$ cat config.mk
export PLATFORM = sky130hd
export DESIGN_NAME = boot_top
export DESIGN_NICKNAME = d
export VERILOG_FILES = /design/src/source/boot_pkg.sv /design/src/source/boot_if.sv /design/src/source/boot_top.sv /design/src/source/mem_arbiter.sv /design/src/source/uart_rx.sv /design/src/source/word_mem.sv /design/src/source/word_packer.sv
export VERILOG_INCLUDE_DIRS = /design/src /design/src/source
export SDC_FILE = /design/constraint.sdc
export NUM_CORES = 1
export LEC_CHECK = 0
export ABC_AREA = 1
export BUFFER_PORTS_ARGS = -buffer_cell sky130_fd_sc_hd__buf_2
export CORE_UTILIZATION = 40
export CTS_CLUSTER_DIAMETER = 200
export DETAILED_ROUTE_END_ITERATION = 10
export SLEW_MARGIN = 20
export SYNTH_ARGS = -nofsm -noshare
export SYNTH_HDL_FRONTEND = slang
export SYNTH_SLANG_ARGS = --single-unit
$ cat constraint.sdc
create_clock -name clk -period 10.99 [get_ports clk]
set_clock_uncertainty 0.2 [all_clocks]
set_input_delay 2.198 -clock clk [delete_from_list [all_inputs] [get_ports clk]]
set_output_delay 2.198 -clock clk [all_outputs]
set_load 0.05 [all_outputs]
$ cat src/source/boot_macros.svh
`ifndef BOOT_MACROS_SVH
`define BOOT_MACROS_SVH

////////////////////////////////////////////////////////////////////////////
// Serial timing
////////////////////////////////////////////////////////////////////////////

// Clock cycles per serial bit
`define BIT_CYCLES 16
// Idle bit times before the loader finishes
`define IDLE_BITS 12

////////////////////////////////////////////////////////////////////////////
// Memory and write queue
////////////////////////////////////////////////////////////////////////////

`define MEM_WORDS 16
`define ADDR_W 4
`define WQ_DEPTH 2

`endif

$ cat src/source/boot_pkg.sv
`default_nettype none

package boot_pkg;

    ////////////////////////////////////////////////////////////////////////////
    // Receiver FSM
    ////////////////////////////////////////////////////////////////////////////

    typedef enum logic [1:0] {
        IDLE,
        START,
        DATA,
        STOP
    } rx_state_e;

    ////////////////////////////////////////////////////////////////////////////
    // Memory access
    ////////////////////////////////////////////////////////////////////////////

    typedef enum logic {
        MEM_READ,
        MEM_WRITE
    } mem_op_e;

    // Last winner of the arbiter
    typedef enum logic {
        GNT_WRITE,
        GNT_READ
    } grant_e;

endpackage

`default_nettype wire

$ cat src/source/boot_if.sv
`default_nettype none
`include "boot_macros.svh"

////////////////////////////////////////////////////////////////////////////
// Packer to write queue, credit based
////////////////////////////////////////////////////////////////////////////

interface wr_credit_if;
    logic               push;
    logic [`ADDR_W-1:0] addr;
    logic [31:0]        data;
    // One pulse per queued write issued to memory
    logic               credit_return;

    modport packer (
        output push,
        output addr,
        output data,
        input  credit_return
    );

    modport arbiter (
        input  push,
        input  addr,
        input  data,
        output credit_return
    );
endinterface

////////////////////////////////////////////////////////////////////////////
// Arbiter to word memory
////////////////////////////////////////////////////////////////////////////

interface mem_access_if
    import boot_pkg::*;
();
    logic               req;
    mem_op_e            op;
    logic [`ADDR_W-1:0] addr;
    logic [31:0]        wdata;
    logic [31:0]        rdata;
    logic               rd_valid;

    modport master (output req, output op, output addr, output wdata,
                    input rdata, input rd_valid);

    modport slave (input req, input op, input addr, input wdata,
                   output rdata, output rd_valid);
endinterface

`default_nettype wire

$ cat src/source/boot_top.sv
`default_nettype none
`include "boot_macros.svh"

module boot_top (
    input  logic               clk,
    input  logic               rst,
    input  logic               rx,
    input  logic               rd_req,
    input  logic [`ADDR_W-1:0] rd_addr,
    output logic [31:0]        rd_data,
    output logic               rd_valid,
    output logic               done,
    output logic               frame_error
);

    logic       byte_valid;
    logic [7:0] byte_data;
    logic       idle_timeout;

    wr_credit_if  wr_bus ();
    mem_access_if mem_bus ();

    ////////////////////////////////////////////////////////////////////////////
    // Serial receive and packing
    ////////////////////////////////////////////////////////////////////////////

    uart_rx u_rx (
        .clk          (clk),
        .rst          (rst),
        .rx           (rx),
        .byte_valid   (byte_valid),
        .byte_data    (byte_data),
        .idle_timeout (idle_timeout),
        .frame_error  (frame_error)
    );

    word_packer u_packer (
        .clk          (clk),
        .rst          (rst),
        .byte_valid   (byte_valid),
        .byte_data    (byte_data),
        .idle_timeout (idle_timeout),
        .wr           (wr_bus.packer),
        .done         (done)
    );

    ////////////////////////////////////////////////////////////////////////////
    // Shared memory
    ////////////////////////////////////////////////////////////////////////////

    mem_arbiter u_arb (
        .clk      (clk),
        .rst      (rst),
        .wr       (wr_bus.arbiter),
        .rd_req   (rd_req),
        .rd_addr  (rd_addr),
        .rd_valid (rd_valid),
        .rd_data  (rd_data),
        .mem      (mem_bus.master)
    );

    word_mem u_mem (
        .clk (clk),
        .mem (mem_bus.slave)
    );

endmodule

`default_nettype wire

$ cat src/source/mem_arbiter.sv
`default_nettype none
`include "boot_macros.svh"

module mem_arbiter
    import boot_pkg::*;
(
    input  logic               clk,
    input  logic               rst,
    wr_credit_if.arbiter       wr,
    input  logic               rd_req,
    input  logic [`ADDR_W-1:0] rd_addr,
    output logic               rd_valid,
    output logic [31:0]        rd_data,
    mem_access_if.master       mem
);

    localparam int QP_W = (`WQ_DEPTH > 1) ? $clog2(`WQ_DEPTH) : 1;
    localparam int QC_W = $clog2(`WQ_DEPTH + 1);
    localparam logic [QP_W-1:0] QP_LAST = QP_W'(`WQ_DEPTH - 1);
    localparam logic [QC_W-1:0] QC_FULL = QC_W'(`WQ_DEPTH);

    logic [`ADDR_W-1:0] q_addr [`WQ_DEPTH];
    logic [31:0]        q_data [`WQ_DEPTH];
    logic [QP_W-1:0]    wr_ptr;
    logic [QP_W-1:0]    rd_ptr;
    logic [QC_W-1:0]    q_count;
    grant_e             last_gnt;
    logic               rd_busy;
    logic               wr_pend;
    logic               rd_pend;
    logic               gnt_wr;
    logic               gnt_rd;

    ////////////////////////////////////////////////////////////////////////////
    // Round robin, one access per cycle
    ////////////////////////////////////////////////////////////////////////////

    assign wr_pend = (q_count != '0);
    assign rd_pend = rd_req && !rd_busy;
    assign gnt_wr  = wr_pend && (!rd_pend || last_gnt == GNT_READ);
    assign gnt_rd  = rd_pend && !gnt_wr;

    assign mem.req   = gnt_wr || gnt_rd;
    assign mem.op    = gnt_wr ? MEM_WRITE : MEM_READ;
    assign mem.addr  = gnt_wr ? q_addr[rd_ptr] : rd_addr;
    assign mem.wdata = q_data[rd_ptr];

    assign wr.credit_return = gnt_wr;

    always_ff @(posedge clk) begin
        if (wr.push) begin
            q_addr[wr_ptr] <= wr.addr;
            q_data[wr_ptr] <= wr.data;
        end
    end

    always_ff @(posedge clk) begin
        if (rst) begin
            wr_ptr   <= '0;
            rd_ptr   <= '0;
            q_count  <= '0;
            last_gnt <= GNT_READ;
            rd_busy  <= 1'b0;
            rd_valid <= 1'b0;
        end else begin
            if (wr.push) wr_ptr <= (wr_ptr == QP_LAST) ? '0 : wr_ptr + 1'b1;
            if (gnt_wr)  rd_ptr <= (rd_ptr == QP_LAST) ? '0 : rd_ptr + 1'b1;
            case ({wr.push, gnt_wr})
                2'b10:   q_count <= q_count + 1'b1;
                2'b01:   q_count <= q_count - 1'b1;
                default: q_count <= q_count;
            endcase
            if (gnt_wr)      last_gnt <= GNT_WRITE;
            else if (gnt_rd) last_gnt <= GNT_READ;
            // Held until the host drops its request
            if (gnt_rd)       rd_busy <= 1'b1;
            else if (!rd_req) rd_busy <= 1'b0;
            rd_valid <= mem.rd_valid;
        end
    end

    always_ff @(posedge clk) begin
        if (mem.rd_valid) rd_data <= mem.rdata;
    end

    // Packer credits keep the queue from overflowing
    assert property (@(posedge clk) disable iff (rst) wr.push |-> q_count != QC_FULL);

endmodule

`default_nettype wire

$ cat src/source/uart_rx.sv
`default_nettype none
`include "boot_macros.svh"

module uart_rx
    import boot_pkg::*;
(
    input  logic       clk,
    input  logic       rst,
    input  logic       rx,
    output logic       byte_valid,
    output logic [7:0] byte_data,
    output logic       idle_timeout,
    output logic       frame_error
);

    localparam int CNT_W  = $clog2(`BIT_CYCLES);
    localparam int IDLE_W = $clog2(`IDLE_BITS + 1);
    localparam logic [CNT_W-1:0]  CNT_LAST  = CNT_W'(`BIT_CYCLES - 1);
    localparam logic [CNT_W-1:0]  CNT_HALF  = CNT_W'(`BIT_CYCLES / 2 - 1);
    localparam logic [IDLE_W-1:0] IDLE_LAST = IDLE_W'(`IDLE_BITS - 1);

    logic              rx_meta;
    logic              rx_sync;
    logic              rx_prev;
    logic              fall;
    rx_state_e         state;
    logic [CNT_W-1:0]  cyc_cnt;
    logic [2:0]        bit_idx;
    logic              armed;
    logic              fired;
    logic [CNT_W-1:0]  idle_cyc;
    logic [IDLE_W-1:0] idle_bits;

    // Two flop synchronizer plus one stage for edge detect
    always_ff @(posedge clk) begin
        if (rst) begin
            rx_meta <= 1'b1;
            rx_sync <= 1'b1;
            rx_prev <= 1'b1;
        end else begin
            rx_meta <= rx;
            rx_sync <= rx_meta;
            rx_prev <= rx_sync;
        end
    end

    assign fall = rx_prev & ~rx_sync;

    ////////////////////////////////////////////////////////////////////////////
    // Frame FSM, samples at mid bit
    ////////////////////////////////////////////////////////////////////////////

    always_ff @(posedge clk) begin
        if (rst) begin
            state       <= IDLE;
            cyc_cnt     <= '0;
            bit_idx     <= '0;
            byte_valid  <= 1'b0;
            frame_error <= 1'b0;
        end else begin
            byte_valid <= 1'b0;
            case (state)
                IDLE: begin
                    cyc_cnt <= '0;
                    if (fall) state <= START;
                end
                START: begin
                    if (cyc_cnt == CNT_HALF) begin
                        cyc_cnt <= '0;
                        bit_idx <= '0;
                        // Glitch, not a real start bit
                        state   <= rx_sync ? IDLE : DATA;
                    end else begin
                        cyc_cnt <= cyc_cnt + 1'b1;
                    end
                end
                DATA: begin
                    if (cyc_cnt == CNT_LAST) begin
                        cyc_cnt <= '0;
                        bit_idx <= bit_idx + 1'b1;
                        if (bit_idx == 3'd7) state <= STOP;
                    end else begin
                        cyc_cnt <= cyc_cnt + 1'b1;
                    end
                end
                STOP: begin
                    if (cyc_cnt == CNT_LAST) begin
                        cyc_cnt <= '0;
                        state   <= IDLE;
                        if (rx_sync) byte_valid  <= 1'b1;
                        else         frame_error <= 1'b1;
                    end else begin
                        cyc_cnt <= cyc_cnt + 1'b1;
                    end
                end
                default: state <= IDLE;
            endcase
        end
    end

    // LSB first
    always_ff @(posedge clk) begin
        if (state == DATA && cyc_cnt == CNT_LAST) byte_data <= {rx_sync, byte_data[7:1]};
    end

    ////////////////////////////////////////////////////////////////////////////
    // Idle timer
    ////////////////////////////////////////////////////////////////////////////

    always_ff @(posedge clk) begin
        if (rst) begin
            armed        <= 1'b0;
            fired        <= 1'b0;
            idle_cyc     <= '0;
            idle_bits    <= '0;
            idle_timeout <= 1'b0;
        end else begin
            idle_timeout <= 1'b0;
            if (byte_valid) armed <= 1'b1;
            if (state != IDLE) begin
                idle_cyc  <= '0;
                idle_bits <= '0;
                fired     <= 1'b0;
            end else if (armed && !fired) begin
                if (idle_cyc == CNT_LAST) begin
                    idle_cyc <= '0;
                    if (idle_bits == IDLE_LAST) begin
                        idle_timeout <= 1'b1;
                        fired        <= 1'b1;
                        idle_bits    <= '0;
                    end else begin
                        idle_bits <= idle_bits + 1'b1;
                    end
                end else begin
                    idle_cyc <= idle_cyc + 1'b1;
                end
            end
        end
    end

endmodule

`default_nettype wire

$ cat src/source/word_mem.sv
`default_nettype none
`include "boot_macros.svh"

module word_mem
    import boot_pkg::*;
(
    input logic         clk,
    mem_access_if.slave mem
);

    logic [31:0] store [`MEM_WORDS];
    logic        rd_hit;

    assign rd_hit = mem.req && (mem.op == MEM_READ);

    always_ff @(posedge clk) begin
        if (mem.req && mem.op == MEM_WRITE) store[mem.addr] <= mem.wdata;
    end

    // Registered read, valid one cycle after the request
    always_ff @(posedge clk) begin
        mem.rd_valid <= rd_hit;
        if (rd_hit) mem.rdata <= store[mem.addr];
    end

endmodule

`default_nettype wire

$ cat src/source/word_packer.sv
`default_nettype none
`include "boot_macros.svh"

module word_packer (
    input  logic       clk,
    input  logic       rst,
    input  logic       byte_valid,
    input  logic [7:0] byte_data,
    input  logic       idle_timeout,
    wr_credit_if.packer wr,
    output logic       done
);

    localparam int CR_W = $clog2(`WQ_DEPTH + 1);
    localparam int AW1  = `ADDR_W + 1;
    localparam logic [CR_W-1:0] CR_FULL  = CR_W'(`WQ_DEPTH);
    localparam logic [AW1-1:0]  ADDR_END = AW1'(`MEM_WORDS);

    logic [31:0]     acc;
    logic [1:0]      byte_cnt;
    logic [31:0]     out_word;
    logic            out_valid;
    logic [AW1-1:0]  addr;
    logic [CR_W-1:0] credits;
    logic            flushed;
    logic            full;
    logic            accept;
    logic            word_done;
    logic            take_timeout;
    logic            flush_now;
    logic            push;

    assign full         = (addr == ADDR_END);
    assign accept       = byte_valid && !done && !flushed && !full;
    assign word_done    = accept && (byte_cnt == 2'd3);
    assign take_timeout = idle_timeout && !done && !flushed;
    assign flush_now    = take_timeout && (byte_cnt != 2'd0);
    assign push         = out_valid && (credits != '0);

    assign wr.push = push;
    assign wr.addr = addr[`ADDR_W-1:0];
    assign wr.data = out_word;

    ////////////////////////////////////////////////////////////////////////////
    // Byte assembly, little endian
    ////////////////////////////////////////////////////////////////////////////

    always_ff @(posedge clk) begin
        if (rst) begin
            acc       <= '0;
            byte_cnt  <= '0;
            out_valid <= 1'b0;
            flushed   <= 1'b0;
        end else begin
            if (push) out_valid <= 1'b0;
            if (accept) begin
                if (word_done) begin
                    out_valid <= 1'b1;
                    acc       <= '0;
                end else begin
                    acc[8*byte_cnt +: 8] <= byte_data;
                end
                byte_cnt <= byte_cnt + 1'b1;
            end else if (take_timeout) begin
                flushed <= 1'b1;
                // Upper bytes already zero
                if (flush_now) begin
                    out_valid <= 1'b1;
                    acc       <= '0;
                    byte_cnt  <= '0;
                end
            end
        end
    end

    always_ff @(posedge clk) begin
        if (word_done)      out_word <= {byte_data, acc[23:0]};
        else if (flush_now) out_word <= acc;
    end

    ////////////////////////////////////////////////////////////////////////////
    // Address, credits, done
    ////////////////////////////////////////////////////////////////////////////

    always_ff @(posedge clk) begin
        if (rst) begin
            addr    <= '0;
            credits <= CR_FULL;
            done    <= 1'b0;
        end else begin
            if (push) addr <= addr + 1'b1;
            case ({push, wr.credit_return})
                2'b10:   credits <= credits - 1'b1;
                2'b01:   credits <= credits + 1'b1;
                default: credits <= credits;
            endcase
            if ((full || flushed) && !out_valid && credits == CR_FULL) done <= 1'b1;
        end
    end

    // Arbiter must never return more credits than were spent
    assert property (@(posedge clk) disable iff (rst) credits <= CR_FULL);

    // A finished word never lands on one still waiting for a credit
    assert property (@(posedge clk) disable iff (rst) word_done |-> !out_valid || push);

endmodule

`default_nettype wire

==> flow_metrics.py, run 1 <==
metrics = {
    "logic_synthesis": {
        "async_reset_ff_frac": 0,
        "synth_warnings": 0,
        "synthesis.area_mm2": 0.0311,
        "synth_cell_type_count": 38,
        "synth-seq-area-share": 0.715,
        "syn_inst": 2839,
        "synth_top_area_frac": 0.665,
        "ys.flop_type": "edfxtp_1",
        "synth_top_cells_by_count": "nand2_1 (1260), edfxtp_1 (688), nand3_1 (318)",
        "synth_area_leader_cell": "edfxtp_1",
        "synth-edff-count": 688,
        "synth-seq-cells": 766,
        "synth.avg_cell_area_um2": 11.0,
        "synth_area_leaders": "edfxtp_1 (66%), nand2_1 (15%), nand3_1 (5.1%)",
        "yosysMostFrequentCell": "nand2_1",
        "syn-num-nets": 2864,
    },
    "timing": {
        "setup_violations": 0,
        "relSlewSlack": 0.278,
        "rsz0062_at_grt": "no",
        "fmax_mhz": 164,
        "period_needed_ns": 6.08,
        "worst_pin_slew_ns": 1.08,
        "setup_tns_ns": 0,
        "hold_viol_final": 0,
        "drv_slew": 0,
        "fin_crit_sh": 0.553,
    },
    "power": {
        "total_power_mw": 8.36,
        "power_density_mw_per_mm2": 237,
        "p_leak_nw": 13.8,
        "ir_drop_v": 0.000128,
    },
    "worst_hold_path": {
        "hold_path_class": "flip-flop to flip-flop",
    },
    "placement": {
        "port_buffers": 42,
        "gp_congestion": 0.825,
        "place_hpwl_um": 39700,
        "place_inst": 3800,
    },
    "critical_path": {
        "arrival_ns": 6.17,
        "r2r_cells": 16,
        "crit_top_cell": "buf_4",
        "worstReg2RegEnd": "u_mem.mem.rdata[4]",
        "path_max_fanout": 73,
        "crit_family": "buffers and inverters",
        "crit_end": "u_mem.store[1][7]",
        "rrSetupSlack_ns": 5.59,
        "cp-end-kind": "flip-flop",
        "crit_start": "rd_req",
        "cp_slowest_cell": "buf_4",
        "cp.required_ns": 11.08,
        "start_kind": "primary input",
        "slowest_delay_ns": 0.88,
        "crit_chain": "buf_2, nand3_2, nand2_4, inv_4, nand2_1, o21ai_4, buf_4, buf_4, nand3_1, nor2_4, buf_4",
        "crit_buf_inv": 5,
        "path_depth": 11,
        "criticalPathCategory": "primary input to flip-flop",
    },
    "global_routing": {
        "grt_pass1_wl_um": 112000,
        "grt.total_usage": 0.184,
        "grt_pass1_vias": 19726,
        "grt_max_degree": 156,
        "antenna_found_initial": 0,
        "overflow": 0,
    },
    "cts": {
        "h-tree-depth": 3,
        "numCtsBuffers": 81,
        "cts_tree": "done",
        "post_cts_buffers": 0,
        "postCtsResizedCells": 0,
        "clkTransAtPathRegs_ns": 0.06,
        "cts_root_buf": "clkbuf_16",
        "cts_sinks": 766,
        "clk_latency_ns": 0.63,
        "ctsHoldBuffers": 0,
        "clk_path_buf_depth": 3,
    },
    "final_layout": {
        "fillCellCount": 6876,
        "drive_gt1_frac": 0.0840,
        "final_nets": 2878,
        "fin_cells": 3945,
        "area_growth_pct": 13.2,
        "antenna-diode-count": 0,
    },
    "routing": {
        "drtPass1Iterations": 5,
        "vias": 19714,
        "drt_iter0_drc": 1395,
        "routedWlPerCell_um": 17.9,
        "drt_wl_total_um": 70800,
        "ant_nets": 0,
        "drc": 0,
        "vias_per_cell": 5.00,
    },
    "run": {
        "max_cap_violations": 0,
    },
    "die": {
        "io_pins": 43,
        "dieWidth_um": 281,
        "initial_core_util": 0.407,
        "die_h_um": 281,
        "coreArea_mm2": 0.0765,
        "num_rows": 101,
        "die_area_mm2": 0.0788,
    },
    "run_status": {
        "status": "finished, final reports clean",
    },
}
## power breakdown
part	leakage (nW)	total, mW	internal, mW	switching, mW
sequential	6.87	3.56	3.51	0.0535
clock	1.35	2.79	1.67	1.12
combinational	5.57	2.00	0.470	1.53
## cells in the final DEF, fill, tap and decap left out, types with 3 or more instances in the layout
cell type / instances
nor3_1: 17
o21ai_1: 3
o211ai_1: 3
nor2_1: 46
o21ai_0: 19
bufinv_16: 10
a21oi_1: 54
dfxtp_1: 77
inv_1: 113
buf_16: 6
a31oi_1: 3
buf_12: 4
edfxtp_1: 688
clkbuf_1: 10
ha_1: 17
buf_4: 24
clkinv_2: 15
nand3_1: 318
clkinv_8: 3
inv_2: 7
or2_2: 3
nor2_4: 23
nand4_1: 12
buf_2: 42
xor2_1: 4
clkinv_1: 18
clkbuf_16: 86
nand2_1: 1260
## worst min-delay path by stage
| stage | to | start | cells past startpoint |
|---|---|---|---|
| 2_1_floorplan | u_rx.rx_sync | u_rx.rx_meta | 1 |
| 3_3_place_gp | u_rx.rx_sync | u_rx.rx_meta | 1 |
| 3_5_place_dp | u_rx.rx_sync | u_rx.rx_meta | 1 |
| 4_1_cts | u_rx.rx_sync | u_rx.rx_meta | 1 |
| 5_1_grt | u_arb.rd_data[18] | u_mem.mem.rdata[18] | 0 |
| 6_report | u_arb.rd_data[30] | u_mem.mem.rdata[30] | 0 |
## final cells by class
| cell class | instances | area, um2 | share of cell area |
|---|---|---|---|
| clock buffer | 98 | 2220 | 0.0630 |
| multi-input combinational | 1803 | 7820 | 0.222 |
| inverter | 125 | 474 | 0.0135 |
| sequential | 766 | 22200 | 0.632 |
| timing repair buffer | 76 | 636 | 0.0181 |
| clock inverter | 47 | 534 | 0.0152 |
| tap | 1030 | 1290 | 0.0366 |
## layer usage
layer,vias up,part of all wire,GRT usage
met5,-,0,0
met4,0,0.027,0.0635
met3,124,0.059,0.0289
met2,520,0.49,0.317
met1,9510,0.43,0.233
li1,9560,-,-
## metrics by stage
step / instance area (um2) / hold slack, ns / setup WS, ns / util
2_1_floorplan: 31100 / 0.189 / 5.81 / -
3_3_place_gp: 32200 / 0.196 / 4.23 / 0.421
3_5_place_dp: 32400 / 0.198 / 4.29 / 0.424
4_1_cts: 35200 / 0.210 / 4.95 / 0.460
5_1_grt: 35200 / 0.220 / 4.75 / 0.460
6_report: 35200 / 0.208 / 4.91 / 0.460
## registers in the layout, indices dropped and copies added, names as in the netlist, 3 cells and up, named ones only
register	cells
u_mem.mem.rdata	32
u_arb.q_addr	8
u_rx.bit_idx	3
u_arb.q_data	64
u_mem.store	512
u_rx.byte_data	8
u_rx.idle_cyc	4
u_arb.rd_data	32
u_rx.idle_bits	4
u_rx.cyc_cnt	4
u_packer.addr	5
u_packer.acc	32
u_packer.wr.data	32
## kinds of logic after synthesis
group	Yosys count	synth area share
DFF	766	0.715
xor gates and xnor gates	5	0.00141
buffers and inverters	270	0.0400
AOI/OAI and AO/OA	87	0.0151
and+or+nand+nor	1694	0.222
adders and majority gates	17	0.00684
Power figures use the tool's default switching activity.
==> inputs of run 2 (changes only) <==
--- a/config.mk
+++ b/config.mk
@@ -6,7 +6,7 @@
 export SDC_FILE = /design/constraint.sdc
 export NUM_CORES = 1
 export LEC_CHECK = 0
-export ABC_AREA = 1
+export ABC_AREA = 0
 export BUFFER_PORTS_ARGS = -buffer_cell sky130_fd_sc_hd__buf_2
 export CORE_UTILIZATION = 40
 export CTS_CLUSTER_DIAMETER = 200
==> constraint.sdc (replaced) <==
create_clock -name clk -period 4.9 [get_ports clk]
set_clock_uncertainty 0.2 [all_clocks]
set_input_delay 0.98 -clock clk [delete_from_list [all_inputs] [get_ports clk]]
set_output_delay 0.98 -clock clk [all_outputs]
set_load 0.05 [all_outputs]
==> run 2 against run 1 <==
Against the previous run:
- sequential power grew 110%
- flip-flop and latch count is the same
- non-clock buffer count grew 13
- global-route usage shrank 0.26 points
- area after synthesis shrank 6.7%
- first-iteration DRC count shrank 3.5%
- wire length shrank 6.1%
- register-to-register slack lost 4.3 ns
- total power grew 90%
- critical path type is now flip-flop to flip-flop
==> flow_metrics.py, run 2 <==
metrics = {
    "global_routing": {
        "grt_pass1_vias": 15945,
        "grt_pass1_wl_um": 100000,
        "grt_max_degree": 129,
        "overflow": 0,
        "antenna_found_initial": 0,
        "grt.total_usage": 0.181,
    },
    "final_layout": {
        "antenna-diode-count": 0,
        "fillCellCount": 6118,
        "reg_top3": "u_mem.store (512), u_arb.q_data (64)",
        "most-common-layout-cells": "edfxtp_1 (688), a22oi_1 (153), clkbuf_16 (82), a21oi_1 (79), inv_1 (77)",
        "fin_cells": 2832,
        "final_nets": 1843,
        "final_common_cell": "edfxtp_1",
        "drive_gt1_frac": 0.174,
        "area_growth_pct": 14.7,
        "top_register": "u_mem.store",
        "largest_register_ff_count": 512,
    },
    "logic_synthesis": {
        "yosysMostFrequentCell": "edfxtp_1",
        "synthesis.area_mm2": 0.0290,
        "synth.avg_cell_area_um2": 16.6,
        "synth-edff-count": 688,
        "synth-seq-area-share": 0.766,
        "synth_top_cells_by_count": "edfxtp_1 (688), a22oi_1 (153), a21oi_1 (80)",
        "async_reset_ff_frac": 0,
        "synth_warnings": 0,
        "synth_area_leader_cell": "edfxtp_1",
        "syn-num-nets": 1770,
        "synth-seq-cells": 766,
        "ys.flop_type": "edfxtp_1",
        "synth_cell_type_count": 58,
        "synth_top_area_frac": 0.712,
        "syn_inst": 1745,
        "synth_area_leaders": "edfxtp_1 (71%), dfxtp_1 (5.4%), a22oi_1 (4.0%)",
    },
    "timing": {
        "fin_ws_ns": 1.29,
        "worst_pin_slew_ns": 0.958,
        "fmax_mhz": 277,
        "relSlewSlack": 0.357,
        "hold_viol_final": 0,
        "period_needed_ns": 3.61,
        "setup_tns_ns": 0,
        "rsz0062_at_grt": "no",
        "fin_crit_sh": 0.737,
        "setup_violations": 0,
        "drv_slew": 0,
    },
    "power": {
        "intPower_mw": 11.8,
        "p_seq_frac": 0.481,
        "clkPwrFrac": 0.385,
        "ir_drop_v": 0.000310,
        "power_switching_mw": 4.06,
        "switching_share": 0.256,
        "p_leak_nw": 11.4,
        "power_density_mw_per_mm2": 476,
        "combPwrFrac": 0.134,
    },
    "critical_path": {
        "cp-end-kind": "flip-flop",
        "path_max_fanout": 48,
        "start_kind": "flip-flop",
        "arrival_ns": 3.89,
        "cp.required_ns": 5.18,
        "criticalPathCategory": "flip-flop to flip-flop",
    },
    "routing": {
        "vias_per_cell": 5.51,
        "ant_nets": 0,
        "drc": 0,
        "drt_wl_total_um": 66400,
        "drt_iter0_drc": 1346,
        "drtPass1Iterations": 5,
        "vias": 15614,
        "routedWlPerCell_um": 23.5,
    },
    "cts": {
        "ctsHoldBuffers": 0,
        "cts_sinks": 766,
        "postCtsResizedCells": 0,
        "clkTransAtPathRegs_ns": 0.06,
        "cts_root_buf": "clkbuf_16",
        "clk_path_buf_depth": 3,
        "clk_latency_ns": 0.62,
        "post_cts_buffers": 0,
        "numCtsBuffers": 80,
        "h-tree-depth": 3,
        "cts_tree": "done",
    },
    "worst_hold_path": {
        "hold_path_class": "flip-flop to flip-flop",
    },
    "placement": {
        "port_buffers": 42,
        "gp_congestion": 0.793,
        "place_ws_ns": 0.771,
        "place_hpwl_um": 36900,
        "place_inst": 2686,
    },
    "die": {
        "initial_core_util": 0.405,
        "coreArea_mm2": 0.0716,
        "num_rows": 98,
        "io_pins": 43,
        "die_area_mm2": 0.0736,
        "dieWidth_um": 271,
        "die_h_um": 271,
    },
    "run": {
        "max_cap_violations": 0,
    },
    "run_status": {
        "status": "finished, final reports clean",
    },
}
run 2: cell count changes in the layout (fill, tap and decap cells not counted), moves of 33 or more:
cell / before / now
nand3_1: 318 / 7
nand2_1: 1260 / 17
mux2_2: 0 / 57
o211ai_1: 3 / 64
o21ai_0: 19 / 73
a22oi_1: 0 / 153
o211a_1: 0 / 65
or4_1: 0 / 33
inv_1: 113 / 77
run 2: worst paths after layout:
kind | from | endpoint | slack, ns | cells after the start
setup / recovery | flip-flop | u_mem.mem.rdata[21] | 1.29 | 7
hold / removal | u_rx.rx_meta | u_rx.rx_sync | 0.21 | 1
setup reg to reg | flip-flop | u_mem.mem.rdata[21] | 1.29 | 7
hold reg to reg | u_rx.rx_meta | u_rx.rx_sync | 0.21 | 1
run 2: power groups by stage:
| stage | sequential, mW | combinational (mW) | clock (mW) |
|---|---|---|---|
| after floorplan | 7.86 | 1.31 | 0 |
| after global placement | 7.76 | 2.09 | 0 |
| after detailed placement | 7.76 | 2.13 | 0 |
| after CTS | 7.62 | 2.14 | 6.23 |
| after global routing | 7.63 | 2.28 | 6.48 |
| final | 7.61 | 2.12 | 6.11 |
run 2: critical path: stages (launching register included):
cell and delay (ns):
dfxtp_2 0.42, or3b_2 0.50, a211oi_1 0.54, a31o_2 0.52, buf_4 0.67, a22oi_1 0.19
a21oi_1 0.25, or4_1 0.15
run 2: logic make-up after synthesis:
group                      count (synthesis)  share of synthesized area
AOI/OAI and AO/OA                        455                      0.110
xor gates and xnor gates                  13                    0.00392
adders and majority gates                 17                    0.00733
buffers and inverters                    176                     0.0261
DFF                                      766                      0.766
muxes                                    111                     0.0455
and+or+nand+nor                          207                     0.0407
run 2: stage by stage:
stage                     instance area (um2)  hold slack [ns]  total power [mW]   util
after floorplan                         29000            0.189              9.17      -
after global placement                  30600            0.193              9.85  0.427
after detailed placement                30600            0.199              9.89  0.427
after CTS                               33300            0.213              16.0  0.464
after global routing                    33300            0.231              16.4  0.465
final                                   33300            0.215              15.8  0.465
run 2: final cells by class:
type / instances / area [um2] / area share
inverter: 78 / 293 / 0.00880
timing repair buffer: 89 / 713 / 0.0214
clock buffer: 98 / 2110 / 0.0635
sequential: 766 / 22200 / 0.668
clock inverter: 48 / 556 / 0.0167
tap: 950 / 1190 / 0.0357
multi-input combinational: 803 / 6170 / 0.186
run 2: layer usage:
| metal | global-route usage | share of wire | up-vias |
|---|---|---|---|
| li1 | - | - | 7033 |
| met1 | 0.239 | 0.42 | 8021 |
| met2 | 0.307 | 0.50 | 460 |
| met3 | 0.0280 | 0.058 | 100 |
| met4 | 0.0562 | 0.022 | 0 |
| met5 | 0 | 0 | - |
